File: src/logic/rv_decode_defs.svh
`ifndef RV_DECODE_DEFS_SVH
`define RV_DECODE_DEFS_SVH

// data path and program counter width
`define RV_XLEN             32

// fetched word width, compressed encodings not handled
`define RV_INSTR_W          32

// register file index width
`define RV_REG_W            5

// minor opcode field width
`define RV_FUNCT3_W         3

// sequential step, always a full word
`define RV_PC_STEP          4

// funct7 for the plain operation
`define RV_FUNCT7_BASE      7'b0000000

// funct7 selecting sub and sra
`define RV_FUNCT7_ALT       7'b0100000

// word size, shown on funct3 when the low bits are not 2'b11
`define RV_FUNCT3_DEFAULT   3'b010

`endif
File: src/logic/rv_decode_pkg.sv
`default_nettype none

`include "rv_decode_defs.svh"

package rv_decode_pkg;

    // major opcode, bits [6:2] of the word
    typedef enum logic [4:0]
    {
        LD   = 5'b00000,
        MEM  = 5'b00011,
        ARI  = 5'b00100,
        AUI  = 5'b00101,
        STR  = 5'b01000,
        ARR  = 5'b01100,
        LUI  = 5'b01101,
        B    = 5'b11000,
        JALR = 5'b11001,
        JAL  = 5'b11011,
        SYS  = 5'b11100
    } opc_t;

    // decoded ALU operation
    typedef enum logic [4:0]
    {
        ALU_NONE,
        ADD,
        SUB,
        SLL,
        SLT,
        SLTU,
        XOR,
        SRL,
        SRA,
        OR,
        AND,
        BEQ,
        BNE,
        BLT,
        BGE,
        BLTU,
        BGEU
    } alu_op_t;

    typedef struct packed
    {
        logic [`RV_INSTR_W-1:0] instruction;
        logic [`RV_XLEN-1:0]    pc;
    } stage_t;

    // one hot, or all zero when unsupported
    typedef struct packed
    {
        logic load;
        logic store;
        logic imm;
        logic reg_op;
        logic lui;
        logic auipc;
        logic branch;
        logic jal;
        logic jalr;
    } instr_kind_t;

    typedef struct packed
    {
        logic cmp;
        logic bits;
        logic shift;
        logic arith;
    } alu_res_t;

    typedef struct packed
    {
        logic cmp_eq;
        logic cmp_lts;
        logic cmp_ltu;
        logic cmp_inversed;
        logic bits_and;
        logic bits_or;
        logic bits_xor;
        logic arith_shl;
        logic arith_shr;
        logic arith_sub;
        logic arith_add;
        logic shift_arithmetical;
    } alu_ctrl_t;

    typedef struct packed
    {
        logic r;
        logic pc;
    } src_op1_t;

    typedef struct packed
    {
        logic r;
        logic i;
        logic j;
    } src_op2_t;

    typedef struct packed
    {
        logic alu;
        logic memory;
        logic pc_next;
    } res_src_t;

endpackage

`default_nettype wire

File: src/logic/rv_decode_top.sv
`default_nettype none

`include "rv_decode_defs.svh"

module rv_decode_top
    import rv_decode_pkg::*;
(
    input  wire logic                   i_clk,
    input  wire logic                   i_rst_n,
    input  wire logic                   i_stall,
    input  wire logic                   i_flush,
    input  wire logic                   i_ready,
    input  wire logic [`RV_INSTR_W-1:0] i_instruction,
    input  wire logic [`RV_XLEN-1:0]    i_pc,
    output logic [`RV_XLEN-1:0]         o_pc,
    output logic [`RV_XLEN-1:0]         o_pc_next,
    output logic [`RV_REG_W-1:0]        o_rs1,
    output logic [`RV_REG_W-1:0]        o_rs2,
    output logic [`RV_REG_W-1:0]        o_rd,
    output logic [`RV_XLEN-1:0]         o_imm_i,
    output logic [`RV_XLEN-1:0]         o_imm_j,
    output alu_res_t                    o_alu_res,
    output alu_ctrl_t                   o_alu_ctrl,
    output logic [`RV_FUNCT3_W-1:0]     o_funct3,
    output res_src_t                    o_res_src,
    output src_op1_t                    o_op1_src,
    output src_op2_t                    o_op2_src,
    output logic                        o_reg_write,
    output logic                        o_inst_jal,
    output logic                        o_inst_jalr,
    output logic                        o_inst_branch,
    output logic                        o_inst_store,
    output logic                        o_inst_supported
);

    stage_t      stage;
    instr_kind_t kind;
    alu_op_t     alu_op;

    decode_stage_reg u_stage_reg
    (
        .i_clk          (i_clk),
        .i_rst_n        (i_rst_n),
        .i_stall        (i_stall),
        .i_flush        (i_flush),
        .i_ready        (i_ready),
        .i_instruction  (i_instruction),
        .i_pc           (i_pc),
        .o_stage        (stage)
    );

    instr_classifier u_classifier
    (
        .i_stage        (stage),
        .o_kind         (kind),
        .o_alu_op       (alu_op),
        .o_rs1          (o_rs1),
        .o_rs2          (o_rs2),
        .o_rd           (o_rd),
        .o_funct3       (o_funct3),
        .o_op1_src      (o_op1_src),
        .o_op2_src      (o_op2_src),
        .o_res_src      (o_res_src),
        .o_reg_write    (o_reg_write),
        .o_supported    (o_inst_supported),
        .o_pc_next      (o_pc_next)
    );

    imm_gen u_imm_gen
    (
        .i_instruction  (stage.instruction),
        .i_kind         (kind),
        .o_imm_i        (o_imm_i),
        .o_imm_j        (o_imm_j)
    );

    alu_ctrl_gen u_alu_ctrl
    (
        .i_alu_op       (alu_op),
        .o_alu_res      (o_alu_res),
        .o_alu_ctrl     (o_alu_ctrl)
    );

    assign o_pc          = stage.pc;
    assign o_inst_jal    = kind.jal;
    assign o_inst_jalr   = kind.jalr;
    assign o_inst_branch = kind.branch;
    assign o_inst_store  = kind.store;

endmodule

`default_nettype wire

File: src/logic/alu_ctrl_gen.sv
`default_nettype none

module alu_ctrl_gen
    import rv_decode_pkg::*;
(
    input  alu_op_t     i_alu_op,
    output alu_res_t    o_alu_res,
    output alu_ctrl_t   o_alu_ctrl
);

    alu_res_t  res;
    alu_ctrl_t ctrl;

    always_comb
    begin
        res  = '0;
        ctrl = '0;
        case (i_alu_op)
            ADD:
            begin
                res.arith      = 1'b1;
                ctrl.arith_add = 1'b1;
            end
            SUB:
            begin
                res.arith      = 1'b1;
                ctrl.arith_sub = 1'b1;
            end
            SLL:
            begin
                res.shift      = 1'b1;
                ctrl.arith_shl = 1'b1;
            end
            SRL, SRA:
            begin
                res.shift               = 1'b1;
                ctrl.arith_shr          = 1'b1;
                ctrl.shift_arithmetical = (i_alu_op == SRA);
            end
            AND:
            begin
                res.bits      = 1'b1;
                ctrl.bits_and = 1'b1;
            end
            OR:
            begin
                res.bits     = 1'b1;
                ctrl.bits_or = 1'b1;
            end
            XOR:
            begin
                res.bits      = 1'b1;
                ctrl.bits_xor = 1'b1;
            end
            // slt and branches share the comparator
            SLT, BLT, BGE:
            begin
                res.cmp           = 1'b1;
                ctrl.cmp_lts      = 1'b1;
                ctrl.cmp_inversed = (i_alu_op == BGE);
            end
            SLTU, BLTU, BGEU:
            begin
                res.cmp           = 1'b1;
                ctrl.cmp_ltu      = 1'b1;
                ctrl.cmp_inversed = (i_alu_op == BGEU);
            end
            BEQ, BNE:
            begin
                res.cmp           = 1'b1;
                ctrl.cmp_eq       = 1'b1;
                ctrl.cmp_inversed = (i_alu_op == BNE);
            end
            default:
            begin
                res  = '0;
                ctrl = '0;
            end
        endcase
    end

    assign o_alu_res  = res;
    assign o_alu_ctrl = ctrl;

endmodule

`default_nettype wire

File: src/logic/imm_gen.sv
`default_nettype none

`include "rv_decode_defs.svh"

module imm_gen
    import rv_decode_pkg::*;
(
    input  wire logic [`RV_INSTR_W-1:0] i_instruction,
    input  instr_kind_t                 i_kind,
    output logic [`RV_XLEN-1:0]         o_imm_i,
    output logic [`RV_XLEN-1:0]         o_imm_j
);

    logic [`RV_XLEN-1:0] imm_i;
    logic [`RV_XLEN-1:0] imm_s;
    logic [`RV_XLEN-1:0] imm_b;
    logic [`RV_XLEN-1:0] imm_u;
    logic [`RV_XLEN-1:0] imm_j;
    logic                sign;

    // bit 31 is the sign in every format
    assign sign = i_instruction[31];

    assign imm_i = {{21{sign}}, i_instruction[30:20]};
    assign imm_s = {{21{sign}}, i_instruction[30:25], i_instruction[11:7]};

    // branch and jump offsets are halfword aligned
    assign imm_b = {{20{sign}}, i_instruction[7], i_instruction[30:25],
                    i_instruction[11:8], 1'b0};
    assign imm_j = {{12{sign}}, i_instruction[19:12], i_instruction[20],
                    i_instruction[30:21], 1'b0};

    assign imm_u = {i_instruction[31:12], 12'b0};

    always_comb
    begin
        if (i_kind.lui || i_kind.auipc)
            o_imm_i = imm_u;
        else if (i_kind.store)
            o_imm_i = imm_s;
        else
            o_imm_i = imm_i;
    end

    assign o_imm_j = i_kind.jal ? imm_j : imm_b;

endmodule

`default_nettype wire

File: src/logic/instr_classifier.sv
`default_nettype none

`include "rv_decode_defs.svh"

module instr_classifier
    import rv_decode_pkg::*;
(
    input  stage_t                      i_stage,
    output instr_kind_t                 o_kind,
    output alu_op_t                     o_alu_op,
    output logic [`RV_REG_W-1:0]        o_rs1,
    output logic [`RV_REG_W-1:0]        o_rs2,
    output logic [`RV_REG_W-1:0]        o_rd,
    output logic [`RV_FUNCT3_W-1:0]     o_funct3,
    output src_op1_t                    o_op1_src,
    output src_op2_t                    o_op2_src,
    output res_src_t                    o_res_src,
    output logic                        o_reg_write,
    output logic                        o_supported,
    output logic [`RV_XLEN-1:0]         o_pc_next
);

    logic [`RV_INSTR_W-1:0]     instr;
    opc_t                       opc;
    logic [`RV_FUNCT3_W-1:0]    funct3;
    logic [6:0]                 funct7;
    logic                       full;
    logic                       f7_base;
    logic                       f7_alt;
    logic                       legal;
    logic                       valid;
    alu_op_t                    op_raw;
    instr_kind_t                kind_raw;
    instr_kind_t                kind;

    // shared by the register and immediate forms
    function automatic alu_op_t arith_op(input logic [`RV_FUNCT3_W-1:0] f3, input logic alt);
        case (f3)
            3'b000:  arith_op = alt ? SUB : ADD;
            3'b001:  arith_op = SLL;
            3'b010:  arith_op = SLT;
            3'b011:  arith_op = SLTU;
            3'b100:  arith_op = XOR;
            3'b101:  arith_op = alt ? SRA : SRL;
            3'b110:  arith_op = OR;
            default: arith_op = AND;
        endcase
    endfunction

    assign instr   = i_stage.instruction;
    assign opc     = opc_t'(instr[6:2]);
    assign funct3  = instr[14:12];
    assign funct7  = instr[31:25];
    assign full    = (instr[1:0] == 2'b11);
    assign f7_base = (funct7 == `RV_FUNCT7_BASE);
    assign f7_alt  = (funct7 == `RV_FUNCT7_ALT);

    always_comb
    begin
        legal    = 1'b0;
        op_raw   = ALU_NONE;
        kind_raw = '0;
        case (opc)
            LD:
            begin
                // lb lh lw lbu lhu
                legal         = (funct3 != 3'b011) && (funct3[2:1] != 2'b11);
                op_raw        = ADD;
                kind_raw.load = 1'b1;
            end
            STR:
            begin
                legal          = (funct3 < 3'b011);
                op_raw         = ADD;
                kind_raw.store = 1'b1;
            end
            ARI:
            begin
                // only the shifts carry funct7, the rest is immediate
                if (funct3 == 3'b001)
                    legal = f7_base;
                else if (funct3 == 3'b101)
                    legal = f7_base || f7_alt;
                else
                    legal = 1'b1;
                op_raw       = arith_op(funct3, (funct3 == 3'b101) && f7_alt);
                kind_raw.imm = 1'b1;
            end
            ARR:
            begin
                legal           = f7_base || (f7_alt && (funct3 == 3'b000 || funct3 == 3'b101));
                op_raw          = arith_op(funct3, f7_alt);
                kind_raw.reg_op = 1'b1;
            end
            LUI:
            begin
                legal        = 1'b1;
                kind_raw.lui = 1'b1;
            end
            AUI:
            begin
                legal          = 1'b1;
                kind_raw.auipc = 1'b1;
            end
            B:
            begin
                legal           = (funct3[2:1] != 2'b01);
                op_raw          = funct3[2] ? (funct3[1] ? (funct3[0] ? BGEU : BLTU)
                                                        : (funct3[0] ? BGE : BLT))
                                            : (funct3[0] ? BNE : BEQ);
                kind_raw.branch = 1'b1;
            end
            JAL:
            begin
                legal        = 1'b1;
                kind_raw.jal = 1'b1;
            end
            JALR:
            begin
                legal         = (funct3 == 3'b000);
                kind_raw.jalr = 1'b1;
            end
            // system and fence words are rejected
            SYS, MEM:
                legal = 1'b0;
            default:
                legal = 1'b0;
        endcase
    end

    assign valid    = full && legal;
    assign kind     = valid ? kind_raw : '0;
    assign o_kind   = kind;
    assign o_alu_op = valid ? op_raw : ALU_NONE;

    // the all-zero word is a bubble and still counts as supported
    assign o_supported = valid || (instr == '0);

    assign o_rd     = instr[11:7];
    assign o_rs1    = kind.lui ? '0 : instr[19:15];
    assign o_rs2    = instr[24:20];
    assign o_funct3 = full ? funct3 : `RV_FUNCT3_DEFAULT;

    assign o_op1_src.pc = kind.auipc || kind.jal;
    assign o_op1_src.r  = !(kind.auipc || kind.jal);

    assign o_op2_src.j = kind.jal;
    assign o_op2_src.i = kind.jalr || kind.load || kind.imm || kind.lui
                      || kind.auipc || kind.store;
    assign o_op2_src.r = !(o_op2_src.j || o_op2_src.i);

    assign o_res_src.memory  = kind.load;
    assign o_res_src.pc_next = kind.jal || kind.jalr;
    assign o_res_src.alu     = !(kind.load || kind.jal || kind.jalr);

    assign o_reg_write = kind.load || kind.imm || kind.reg_op || kind.lui
                      || kind.auipc || kind.jal || kind.jalr;

    assign o_pc_next = i_stage.pc + `RV_XLEN'(`RV_PC_STEP);

endmodule

`default_nettype wire

File: src/logic/decode_stage_reg.sv
`default_nettype none

`include "rv_decode_defs.svh"

module decode_stage_reg
    import rv_decode_pkg::*;
(
    input  wire logic                   i_clk,
    input  wire logic                   i_rst_n,
    input  wire logic                   i_stall,
    input  wire logic                   i_flush,
    input  wire logic                   i_ready,
    input  wire logic [`RV_INSTR_W-1:0] i_instruction,
    input  wire logic [`RV_XLEN-1:0]    i_pc,
    output stage_t                      o_stage
);

    stage_t stage;

    // reset, then flush, then stall, then capture
    always_ff @(posedge i_clk)
    begin
        if (!i_rst_n)
        begin
            stage.instruction <= '0;
            stage.pc          <= '0;
        end
        else if (i_flush)
        begin
            // zero word decodes as a harmless bubble
            stage.instruction <= '0;
        end
        else if (!i_stall)
        begin
            // nothing fetched yet, so insert a bubble
            stage.instruction <= i_ready ? i_instruction : '0;
            stage.pc          <= i_pc;
        end
    end

    assign o_stage = stage;

endmodule

`default_nettype wire

File: config.mk
export PLATFORM = sky130hd
export DESIGN_NAME = rv_decode_top
export DESIGN_NICKNAME = d
export VERILOG_FILES = /design/src/logic/rv_decode_pkg.sv /design/src/logic/rv_decode_top.sv /design/src/logic/alu_ctrl_gen.sv /design/src/logic/imm_gen.sv /design/src/logic/instr_classifier.sv /design/src/logic/decode_stage_reg.sv
export VERILOG_INCLUDE_DIRS = /design/src /design/src/logic
export SDC_FILE = /design/constraint.sdc
export NUM_CORES = 1
export LEC_CHECK = 0
export ABC_AREA = 0
export BUFFER_PORTS_ARGS = -buffer_cell sky130_fd_sc_hd__buf_2
export CAP_MARGIN = 20
export CORE_ASPECT_RATIO = 0.7
export CORE_MARGIN = 5
export CORE_UTILIZATION = 46
export CTS_BUF_LIST = sky130_fd_sc_hd__clkbuf_16
export CTS_CLUSTER_SIZE = 20
export DETAILED_ROUTE_END_ITERATION = 6
export PLACE_DENSITY = 0.81
export RECOVER_POWER = 100
export SLEW_MARGIN = 5
export SYNTH_ARGS = -nofsm -noshare
export SYNTH_HDL_FRONTEND = slang
export SYNTH_SLANG_ARGS = --single-unit
File: constraint.sdc
create_clock -name i_clk -period 2.9 [get_ports i_clk]
set_input_delay 0.29 -clock i_clk [delete_from_list [all_inputs] [get_ports i_clk]]
set_output_delay 0.29 -clock i_clk [all_outputs]
set_load 0.05 [all_outputs]
==> results_dict.tcl <==
set metrics [dict create \
    grt_overflow 0 \
    gp_congestion 1.01 \
    synth_area_per_cell_um2 7.45 \
    worstPathRequired_ns 2.61 \
    insertedDiodeCount 0 \
    whs_path_depth 3 \
    worst_ep_arrival_time_ns 2.77 \
    power_leakage_nw 3.11 \
    cp-start-kind "flip-flop" \
    reg2reg_slack_ns 1.81 \
    reg2reg_to "u_stage_reg.o_stage[46]" \
    slew_headroom -0.105 \
    htreeDepth 3 \
    seq_area_frac_synth 0.274 \
    dieArea_um2 12300 \
    grt_pass1_wl_mm 27.2 \
    num_rows 30 \
    failed_checks "max-capacitance violations, max-slew violations, negative setup slack" \
    timing.fmax_mhz 327 \
    grtUsageMet2 0.451 \
    syn2layout_area_growth_pct 48.2 \
    ys_types 58 \
    routed_wl_mm 18.8 \
    num_vias 5496 \
    fin_crit_sh 1.05 \
    grtUsageTotal 0.281 \
    grt_pass1_vias 4988 \
    port_buffers 243 \
    hp-start "i_instruction[31]" \
    syn_nets 702 \
    clockRootBuffer "clkbuf_16" \
    largest_reg_flops 64 \
    worst_slack_ns -0.155 \
    hold_ws_ns 0.201 \
    ys_warn_count 0 \
    drive_gt1_frac 0.380 \
    drc 0 \
    clock_sinks 64 \
    hold_violations 0 \
    n_fill_cell 805 \
    crit_chain "or4b_4, or3_4, a41o_4, buf_12, a2111oi_4, a32o_2, nand4b_1, buf_6" \
    fp.coreArea_um2 9800 \
    grt-busiest-layer "met2" \
    clockBufferDepth 2 \
    max-cap-violations 1 \
    synthArstFlopShare 0 \
    finalNetCount 930 \
    finalSetupViolCount 25 \
    synth_cells 627 \
    power_density_nw_per_um2 369 \
    place_inst 953 \
    fin_util 0.706 \
    first_pass_iters 5 \
    end_kind "output pin" \
    netlist_area_um2 4670 \
    slew_viol_final 36 \
    min_period_ns 3.06 \
    holdCritPathClass "in2reg" \
    drtIter0Drc 448 \
    start_util 0.477 \
    synth-edff-count 0 \
    vias_per_cell 5.56 \
    num_io_pins 245 \
    cts_tree "yes" \
    worstPathMaxFanout 7 \
    met1_usage 0.379 \
    layout.cells.non_filler 988 \
    grt_max_degree 36 \
    status "finished, violations left" \
    crit_buf_inv 2 \
    met3_usage 0.0659 \
    rr_worst_depth 3 \
    synth_flop_cell "dfxtp_1" \
    worstMarginPinSlew_ns 1.66 \
    insertion_delay_ns 0.32 \
    die_width_um 130 \
    path_clk_slew_ns 0.05 \
    cp_slowest_cell "or4b_4" \
    r2r-start "u_stage_reg.o_stage[46]" \
    rsz0062_at_grt "yes" \
    place_hpwl_mm 13.1 \
    finClkSkew_ns 0 \
    hold_path_end "u_stage_reg.o_stage[63]" \
    cp_top_family "simple AND/OR/NAND/NOR gates" \
    criticalPathCategory "reg2out" \
    ir_drop_mv 0.417 \
    antenna_found_initial 0 \
    crit_path_max_incr_delay_ns 0.57 \
    detail-route-antenna-nets 0 \
    die_h_um 94.3 \
    numCtsBuffers 9 \
    wl_per_cell_um 19.0 \
    synth-seq-cells 64 \
]
## worst max-delay path by stage
stage	startpoint	end	slack [ns]	cells past startpoint
after floorplan	u_stage_reg.o_stage[44]	o_op2_src[1]	-0.17	10
after global placement	u_stage_reg.o_stage[57]	o_alu_res[3]	0.04	9
after detailed placement	u_stage_reg.o_stage[45]	o_alu_res[1]	0.01	9
after CTS	u_stage_reg.o_stage[38]	o_imm_j[13]	-0.09	9
after global routing	u_stage_reg.o_stage[44]	o_alu_res[3]	-0.22	11
final	u_stage_reg.o_stage[38]	o_alu_res[3]	-0.16	8
## cell usage after synthesis (10+ instances only)
library cell / n / area [µm²]
xnor2_1: 22 / 193
nand3_1: 17 / 85.1
a21boi_0: 32 / 240
a22oi_1: 34 / 255
nor2b_1: 10 / 62.6
buf_4: 66 / 495
dfxtp_1: 64 / 1280
nor2_1: 78 / 293
inv_1: 11 / 41.3
nand2_1: 94 / 353
o21ai_0: 10 / 50.1
a21o_1: 30 / 225
clkbuf_1: 33 / 124
## layout make-up
cell class	instances	area [µm²]	share of cell area
multi-input cells	448	3100	0.448
clock inverters	7	62.6	0.00904
repair buffers	321	2030	0.294
well taps	128	160	0.0231
flip-flops and latches	64	1300	0.188
inverters	11	45.0	0.00651
clock buffers	9	225	0.0325
## layer usage
layer,up-vias,wire (µm)
li1,2551,-
met3,46,1920
met5,-,0
met1,2563,7760
met4,0,452
met2,336,8630
## worst register-to-register path, cell delays in order, from the launching register on
cell,delay [ns]
dfxtp_1,0.53
buf_4,0.25
a22oi_1,0.10
nor2_1,0.15
## kinds of logic after synthesis
family | after synthesis | share of synthesized area
adders and majority gates | 6 | 0.0161
AOI/OAI and AO/OA | 140 | 0.219
DFF | 64 | 0.274
other | 1 | 0.000803
xor gates and xnor gates | 29 | 0.0544
and+or+nand+nor | 262 | 0.263
muxes | 10 | 0.0228
buffers and inverters | 115 | 0.150
## cells in the final DEF, fill, tap and decap left out, drive strengths merged, types with 10 or more instances in the layout
master	instances
a21boi	32
a21o	30
a22oi	34
buf	193
clkbuf	137
dfxtp	64
inv	10
nand2	94
nand3	17
nor2	78
nor2b	10
nor3	11
o21ai	10
xnor2	22
## through the flow
stage | power [W] | setup slack (ns) | setup TNS [ns] | cell area, µm²
5_1_grt | 0.00265 | -0.224 | -5.43 | 6920
3_3_place_gp | 0.00151 | 0.0381 | 0 | 5970
4_1_cts | 0.00256 | -0.0938 | -1.48 | 6730
6_report | 0.00255 | -0.155 | -2.23 | 6920
2_1_floorplan | 0.00138 | -0.169 | -0.483 | 4780
3_5_place_dp | 0.00151 | 0.0104 | 0 | 5970
## repair_timing
| item | in CTS | in global routing |
|---|---|---|
| cloned | 1 | 0 |
| endpoints found under the hold margin | 0 | 0 |
| buffers inserted | 13 | 5 |
| endpoints found under the setup margin | 41 | 70 |
| gates resized for setup | 101 | 75 |
| pin swaps | 9 | 14 |
| hold buffers | 0 | 0 |
## power by group
group	switching (W)	internal, W
Clock	0.000376	0.000655
Sequential	0.0000410	0.000908
Combinational	0.000411	0.000163
Total	0.000829	0.00173
No activity file was read; power rests on OpenSTA's default activity.
